**src/rtl/decode_pkg.sv**
```systemverilog
`default_nettype none

package decode_pkg;

    // Widths
    localparam int REG_WIDTH  = 32;
    localparam int INST_WIDTH = 32;
    localparam int SEL_WIDTH  = 5;
    localparam int NUM_REGS   = 32;
    localparam int IMM_WIDTH  = 16;
    localparam int OFS_WIDTH  = 26;

    // Register select fields in the instruction word
    localparam int SEL1_LSB = 21;
    localparam int SEL2_LSB = 16;

    // Banks
    localparam int NUM_BANKS = 2;
    localparam int BANK_INT  = 0;
    localparam int BANK_FP   = 1;

    typedef logic [REG_WIDTH-1:0]  reg_word_t;
    typedef logic [INST_WIDTH-1:0] inst_word_t;
    typedef logic [SEL_WIDTH-1:0]  reg_idx_t;

    // One bank's writeback port
    typedef struct packed {
        logic      write;
        reg_idx_t  sel;
        reg_word_t data;
    } bank_wr_t;

    // One bank's read selects
    typedef struct packed {
        reg_idx_t sel1;
        reg_idx_t sel2;
    } bank_rd_t;

    typedef struct packed {
        reg_word_t data1;
        reg_word_t data2;
        logic      err;
    } bank_out_t;

    // Control from the main decoder
    typedef struct packed {
        logic       xtend_sel;       // 1 zero-extends the immediate
        logic       fp_inst;
        logic [1:0] fp_int_cvt_reg;  // bit 0 marks FCVTI/FMOVI
        logic       mem_read;
        logic       mem_write;
        logic       fp_int_bypass1;
        logic       fp_int_bypass2;
    } dec_ctrl_t;

    typedef struct packed {
        reg_word_t reg1;
        reg_word_t reg2;
        reg_word_t fp_reg1;
        reg_word_t fp_reg2;
        reg_word_t imm;
        reg_word_t ofs;
        logic      decode_err;
    } dec_out_t;

endpackage

`default_nettype wire

```
**src/rtl/reg_file.sv**
```systemverilog
`default_nettype none

module reg_file
    import decode_pkg::*;
(
    input  wire logic clk,
    input  wire logic reset,
    input  bank_rd_t  rd,
    input  bank_wr_t  wr,
    output bank_out_t rd_out
);

    reg_word_t regs [NUM_REGS];

    logic wr_zero;
    logic wr_en;

    ////////////////////
    // Write port
    ////////////////////

    // Register 0 is reserved, so a write there is flagged and dropped
    assign wr_zero = wr.write && (wr.sel == '0);
    assign wr_en   = wr.write && (wr.sel != '0);

    always_ff @(posedge clk) begin
        if (reset) begin
            for (int i = 0; i < NUM_REGS; i++) begin
                regs[i] <= '0;
            end
        end else if (wr_en) begin
            regs[wr.sel] <= wr.data;
        end
    end

    ////////////////////
    // Read ports
    ////////////////////

    always_comb begin
        rd_out.data1 = (rd.sel1 == '0) ? '0 : regs[rd.sel1];
        rd_out.data2 = (rd.sel2 == '0) ? '0 : regs[rd.sel2];
        rd_out.err   = wr_zero;
    end

    // Write select must be known whenever a write is requested
    a_wr_sel_known : assert property (
        @(posedge clk) disable iff (reset)
        wr.write |-> !$isunknown(wr.sel)
    ) else $error("reg_file write with unknown select");

endmodule

`default_nettype wire

```
**src/rtl/bank_port_steer.sv**
```systemverilog
`default_nettype none

module bank_port_steer
    import decode_pkg::*;
(
    input  inst_word_t                 inst,
    input  bank_wr_t                   int_wr,
    input  bank_wr_t                   fp_wr,
    output bank_rd_t [NUM_BANKS-1:0]   rd_ports,
    output bank_wr_t [NUM_BANKS-1:0]   wr_ports,
    output logic     [NUM_BANKS-1:0]   fwd1,
    output logic     [NUM_BANKS-1:0]   fwd2
);

    reg_idx_t sel1;
    reg_idx_t sel2;

    // Both banks share the same select fields
    assign sel1 = inst[SEL1_LSB +: SEL_WIDTH];
    assign sel2 = inst[SEL2_LSB +: SEL_WIDTH];

    ////////////////////
    // Ports by bank
    ////////////////////

    always_comb begin
        wr_ports[BANK_INT] = int_wr;
        wr_ports[BANK_FP]  = fp_wr;
        for (int b = 0; b < NUM_BANKS; b++) begin
            rd_ports[b].sel1 = sel1;
            rd_ports[b].sel2 = sel2;
        end
    end

    ////////////////////
    // Same-bank forward
    ////////////////////

    always_comb begin
        for (int b = 0; b < NUM_BANKS; b++) begin
            // Reg 0 never forwards since it always reads zero
            fwd1[b] = wr_ports[b].write && (wr_ports[b].sel != '0)
                      && (wr_ports[b].sel == sel1);
            fwd2[b] = wr_ports[b].write && (wr_ports[b].sel != '0)
                      && (wr_ports[b].sel == sel2);
        end
    end

endmodule

`default_nettype wire

```
**src/rtl/operand_mux.sv**
```systemverilog
`default_nettype none

module operand_mux
    import decode_pkg::*;
(
    input  inst_word_t                 inst,
    input  dec_ctrl_t                  ctrl,
    input  bank_out_t [NUM_BANKS-1:0]  bank_outs,
    input  bank_wr_t  [NUM_BANKS-1:0]  wr_ports,
    input  logic      [NUM_BANKS-1:0]  fwd1,
    input  logic      [NUM_BANKS-1:0]  fwd2,
    output dec_out_t                   result
);

    reg_word_t [NUM_BANKS-1:0] fwd_op1;
    reg_word_t [NUM_BANKS-1:0] fwd_op2;

    reg_word_t int_op1;
    reg_word_t int_op2;
    logic      fp_mem;
    logic      fp_cvt;

    ////////////////////
    // Forwarding
    ////////////////////

    always_comb begin
        for (int b = 0; b < NUM_BANKS; b++) begin
            fwd_op1[b] = fwd1[b] ? wr_ports[b].data : bank_outs[b].data1;
            fwd_op2[b] = fwd2[b] ? wr_ports[b].data : bank_outs[b].data2;
        end
    end

    // FP writeback feeds integer operands when no same-bank forward hits
    assign int_op1 = (!fwd1[BANK_INT] && ctrl.fp_int_bypass1) ?
                     wr_ports[BANK_FP].data : fwd_op1[BANK_INT];
    assign int_op2 = (!fwd2[BANK_INT] && ctrl.fp_int_bypass2) ?
                     wr_ports[BANK_FP].data : fwd_op2[BANK_INT];

    // FP load/store carries Fd in reg2
    assign fp_mem = ctrl.fp_inst && (ctrl.mem_read || ctrl.mem_write);
    // FCVTI and FMOVI take their source from the integer file
    assign fp_cvt = ctrl.fp_inst && ctrl.fp_int_cvt_reg[0];

    ////////////////////
    // Results
    ////////////////////

    always_comb begin
        result.reg1    = int_op1;
        result.reg2    = fp_mem ? fwd_op2[BANK_FP] : int_op2;
        result.fp_reg1 = fp_cvt ? int_op1 : fwd_op1[BANK_FP];
        result.fp_reg2 = fwd_op2[BANK_FP];

        // I-format immediate
        if (ctrl.xtend_sel) begin
            result.imm = {{(REG_WIDTH-IMM_WIDTH){1'b0}}, inst[IMM_WIDTH-1:0]};
        end else begin
            result.imm = {{(REG_WIDTH-IMM_WIDTH){inst[IMM_WIDTH-1]}},
                          inst[IMM_WIDTH-1:0]};
        end

        // J-format offset
        result.ofs = {{(REG_WIDTH-OFS_WIDTH){inst[OFS_WIDTH-1]}}, inst[OFS_WIDTH-1:0]};

        result.decode_err = 1'b0;
        for (int b = 0; b < NUM_BANKS; b++) begin
            result.decode_err = result.decode_err | bank_outs[b].err;
        end
    end

endmodule

`default_nettype wire

```
**src/rtl/decode_stage.sv**
```systemverilog
`default_nettype none

module decode_stage
    import decode_pkg::*;
(
    input  wire logic clk,
    input  wire logic reset,
    input  inst_word_t inst,
    input  dec_ctrl_t  ctrl,
    input  bank_wr_t   int_wr,
    input  bank_wr_t   fp_wr,
    output dec_out_t   result
);

    bank_rd_t  [NUM_BANKS-1:0] rd_ports;
    bank_wr_t  [NUM_BANKS-1:0] wr_ports;
    bank_out_t [NUM_BANKS-1:0] bank_outs;
    logic      [NUM_BANKS-1:0] fwd1;
    logic      [NUM_BANKS-1:0] fwd2;

    ////////////////////
    // Port steering
    ////////////////////

    bank_port_steer u_steer (
        .inst     (inst),
        .int_wr   (int_wr),
        .fp_wr    (fp_wr),
        .rd_ports (rd_ports),
        .wr_ports (wr_ports),
        .fwd1     (fwd1),
        .fwd2     (fwd2)
    );

    ////////////////////
    // Register banks
    ////////////////////

    // Bank 0 is the integer file, bank 1 the FP file
    for (genvar b = 0; b < NUM_BANKS; b++) begin : g_bank
        reg_file u_rf (
            .clk    (clk),
            .reset  (reset),
            .rd     (rd_ports[b]),
            .wr     (wr_ports[b]),
            .rd_out (bank_outs[b])
        );
    end

    operand_mux u_mux (
        .inst      (inst),
        .ctrl      (ctrl),
        .bank_outs (bank_outs),
        .wr_ports  (wr_ports),
        .fwd1      (fwd1),
        .fwd2      (fwd2),
        .result    (result)
    );

endmodule

`default_nettype wire

```
**config.mk**
```make
export PLATFORM = sky130hd
export DESIGN_NAME = decode_stage
export DESIGN_NICKNAME = d
export VERILOG_FILES = /design/src/rtl/decode_pkg.sv /design/src/rtl/reg_file.sv /design/src/rtl/bank_port_steer.sv /design/src/rtl/operand_mux.sv /design/src/rtl/decode_stage.sv
export SDC_FILE = /design/constraint.sdc
export NUM_CORES = 2
export LEC_CHECK = 0
export BUFFER_PORTS_ARGS = -buffer_cell sky130_fd_sc_hd__buf_2
export CAP_MARGIN = 20
export CORE_UTILIZATION = 55
export CTS_CLUSTER_SIZE = 20
export DETAILED_ROUTE_END_ITERATION = 12
export PLACE_DENSITY = 0.72
export SYNTH_ARGS = -nofsm -noshare
export SYNTH_HDL_FRONTEND = slang
export SYNTH_SLANG_ARGS = --single-unit
```
**constraint.sdc**
```tcl
create_clock -name clk -period 3.1 [get_ports clk]
set_input_delay 0.155 -clock clk [delete_from_list [all_inputs] [get_ports clk]]
set_output_delay 0.155 -clock clk [all_outputs]
set_load 0.05 [all_outputs]
```
Word level (Yosys, flattened, before mapping)

Memory sizes are Yosys's and may differ from the RTL's.
Cells that the tools add are included.

Equality and inequality tests: 4
Multiplexer cells: 27
Bitwise operators: 1
Reductions and logical operators: 23

Operators with widths:

| kind                | count |
|---|---|
| 32-bit two-way mux  | 15 |
| 32-bit OR reduction | 2 |
| 5-bit equality test | 4 |
| 5-bit logical NOT   | 4 |
| 1-bit logical AND   | 12 |
| 1-bit two-way mux   | 10 |
| 5-bit two-way mux   | 2 |
| 5-bit nonzero test  | 2 |
| 1-bit logical NOT   | 2 |
| 1-bit logical OR    | 1 |
| 1-bit bitwise OR    | 1 |

Flip-flop bits (word level): 0
Memory bits (writable): 2,048
Output and inout bits: 193
Logic and storage cells: 57
Memories kept: 2

Memory list:

| name                | depth | bits a word | read ports | clocked after memory_dff | write ports | RTL line       | RTL |
|---|---|---|---|---|---|---|---|
| g_bank[0].u_rf.regs | 32    | 32          | 2          | 0                        | 32          | reg_file.sv:13 | `reg_word_t regs [NUM_REGS];` |
| g_bank[1].u_rf.regs | 32    | 32          | 2          | 0                        | 32          | reg_file.sv:13 |  |

Logic depth before layout (Yosys ltp)

Depth after elaboration: 7
Depth in mapped cells: 12
Depth with buffers taken out: 6

Modules after synthesis

From an unflattened synthesis, not the netlist that was laid out.

Cells, all modules: 7,582
Area total of the unflattened synthesis: 112,796.9 um^2

Modules (own cells, without submodules):

| module          | instances | cells each | area each (um^2) | sequential area each (um^2) |
|---|---|---|---|---|
| reg_file        | 2         | 3,498      | 54,184.5         | 30,749.5 |
| operand_mux     | 1         | 458        | 3,459.6          | 0.0 |
| bank_port_steer | 1         | 128        | 968.4            | 0.0 |

Least setup slack after synthesis

OpenSTA, ideal clock, no wires.

Path type: input to output
From: in int_wr[34] in the netlist's numbering
To: out result[102] in the netlist's numbering
Data arrival time: 3.281 ns
Required time: 2.945 ns
Path slack: -0.336 ns
Stages: 9
Path buffers: 4
Cell sequence: buf_2 -> or3_1 -> buf_2 -> o2111ai_2 -> o21ai_2 -> buf_2 -> buf_2 -> o22ai_1 -> a2bb2oi_1

RTL lines:

| item        | RTL line           | RTL |
|---|---|---|
| from (decl) | decode_stage.sv:10 | `input bank_wr_t int_wr,` |
| to (decl)   | decode_stage.sv:12 | `output dec_out_t result` |

==> impl_metrics.csv <==
group,metric,value,unit
status,failed_checks,"negative setup slack",
die,die_y,451.6,um
power,intPower,52270,uW
power,seqPwrFrac,0.450,
sta,min_period,3613,ps
logic_synthesis,synthCells,7686,
global_route,grt_max_degree,88,
sta,fin_ws,-513.0,ps
drt,drc_errors,0,
drt,first_pass_iters,8,
logic_synthesis,synth_cell_type_count,69,
placement,port_buffers,258,
cells_and_area,nNetsFinal,8533,
run,max_cap_viol_count,0,
power,swShare,0.2825,
power,pwr-share-comb,0.196,
logic_synthesis,synth_top_area_share,0.5530,
cells_and_area,largest_reg_flops,2048,
logic_synthesis,async_reset_ff_frac,0,
cells_and_area,drive_gt1_frac,0.3422,
die,io_pins,311,
setup_path,critPathMaxFanout,25,
drt,drt_iter0_markers,14770,
logic_synthesis,synth_edf_count,2048,
setup_path,endpoint_kind,"primary output",
logic_synthesis,synth_top_cells_by_count,"edfxtp_1, and2_1, mux4_2",
sta,finalCritPeriodShare,1.165,
die,num_rows,164,
global_route,grt_pass1_vias,79730,
die,coreArea,0.2003,mm2
clock_network,clock_path_buffers,3,
global_route,grt-ovfl-total,0,
die,initial_core_util,0.5552,
cells_and_area,area_growth,20.62,%
cells_and_area,top_regs,"g_bank.u_rf.regs (2048)",
drt,dr_wl_met2,196000,um
power,power.density,543.1,mW/mm2
logic_synthesis,synth_seq_cells,2048,
global_route,grt_pass1_wl,640200,um
cells_and_area,fillers,13790,
sta,setup_viol,114,
power,switchingPower,20580,uW
drt,wire_per_inst,41.69,um
setup_path,arrival,3460,ps
power,pwr-share-clk,0.355,
power,ir_worst_vdd,626.0,uV
status,status,"finished with violations",
logic_synthesis,synth_area,0.1112,mm2
cells_and_area,regMostFlops,"g_bank.u_rf.regs",
logic_synthesis,synth_ff_type,"edfxtp_1",
drt,viasPerCell,7.274,
hold_path,hp-class,"in -> reg",
drt,met3WireLength,82120,um
logic_synthesis,yosysSeqAreaShare,0.5530,
logic_synthesis,yosys-top-cells-area,"edfxtp_1, mux4_2, and2_1",
setup_path,startpoint_type,"primary input",
drt,routed_wl,469400,um
sta,worst_slew_pin_slew,871.2,ps
global_route,grt.total_usage,0.4603,
drt,highest_layer,"met5",
logic_synthesis,yosysMostFrequentCell,"edfxtp_1",
clock_network,cts_root_buf,"clkbuf_16",
logic_synthesis,synth_area_per_cell,14.47,um2
sta,rsz0062_at_grt,"true",
die,die_area,0.2040,mm2
sta,holdWs,68.99,ps
clock_network,clock-sinks,2048,
clock_network,cts.clk_slew.worst_paths,60,ps
global_route,antenna_found_initial,40,
logic_synthesis,synth_top_area_cell,"edfxtp_1",
logic_synthesis,ys.warnings.count,0,
clock_network,cts_tree,"done",
drt,vias,81890,
placement,place.gp.congestion,1.080,
sta,fmax,276.8,MHz
power,p_leak,0.04787,uW
sta,drv_slew,0,
sta,hold_viol_final,0,
placement,pre_cts_ws,-734.1,ps
setup_path,worst_ep_required_time,2940,ps
die,die_x,451.6,um
drt,drt-met1-wl,148000,um
placement,hpwlAfterDp,312500,um
drt,ant_nets,0,
setup_path,path_class,"in -> out",
clock_network,cts_buffers,214,
clock_network,htree_levels,4,
sta,slew_headroom,0.4175,
[per-stage QoR]
stage          TNS [ps]  std cells    util  area [um2]  total power (uW)
2_1_floorplan         0       7749       -      111500             39400
3_3_place_gp      -7293      10770  0.6167      123500             45580
3_5_place_dp      -7085      10770  0.6167      123500             45840
4_1_cts          -17880      11210  0.6655      133300             71840
5_1_grt          -22210      11250  0.6697      134100             73840
6_report         -21480      11260  0.6698      134100             72850
[cell type report]
type / instances / area, um2 / share of cell area
sequential: 2048 / 61500 / 0.4585
multi-input combinational: 4793 / 48190 / 0.3593
timing repair buffer: 1349 / 14230 / 0.1061
clock buffer: 265 / 5717 / 0.04262
tap: 2656 / 3323 / 0.02478
clock inverter: 128 / 1121 / 0.008358
inverter: 9 / 33.78 / 0.0002519
antenna: 10 / 25.02 / 0.0001866
[timing repair]
item,4_1_cts,5_1_grt
cloned,0,0
setup buffers,61,48
hold buffers,39,0
resized for setup,498,110
hold endpoints to repair,689,0
pin swaps,205,45
endpoints found under the setup margin,118,121
[worst max-delay path, cell delays in order]
cell and delay, ps:
buf_6 200, buf_12 260, buf_4 190, nand2_1 480, buf_4 330, o22a_1 380, nand4_1 750, a2bb2oi_2 470
buf_12 180
[final timing paths]
path	startpoint	to	slack, ps	cells after the start
setup / recovery	inst[23]	result[122]	-510	9
hold / removal	int_wr[28]	g_bank[0].u_rf.regs[1][28]$_SDFFCE_PN0P_	70	2
[routing by layer]
layer | up-vias | GRT usage
met5 | - | 0
met4 | 32 | 0.3436
met3 | 1766 | 0.1979
met2 | 7793 | 0.6418
met1 | 41200 | 0.5692
li1 | 31100 | -
[logic make-up after synthesis]
group                  after synthesis  synth area share
flip-flops                        2048            0.5530
multiplexers                      1273            0.2143
buffers and inverters              908           0.03999
AO/OA/AOI/OAI                      856           0.05672
XOR/XNOR                            20          0.001575
AND/OR/NAND/NOR                   2580            0.1344
other                                1        0.00003372
[layout by cell type (no fill, tap or decap), types with 86 or more instances in the layout]
cell type	Yosys	routed
a21oi_1	119	92
a22oi_1	140	106
and2_1	1803	1801
buf_12	0	287
buf_2	149	121
buf_4	155	779
buf_6	36	86
clkbuf_16	0	224
edfxtp_1	2048	2048
mux2i_1	371	369
mux4_2	884	884
nand2_1	263	256
nor3_1	200	199
o22ai_1	120	90
[power by group through the flow]
stage          clock network [uW]  logic (uW)  registers, uW
6_report                    25800       14300          32800
5_1_grt                     26700       14200          32900
4_1_cts                     25700       13400          32700
3_5_place_dp                    0       12500          33300
3_3_place_gp                    0       12400          33100
2_1_floorplan                   0        6410          33000
Note: power is estimated with default switching activity, not from simulation.
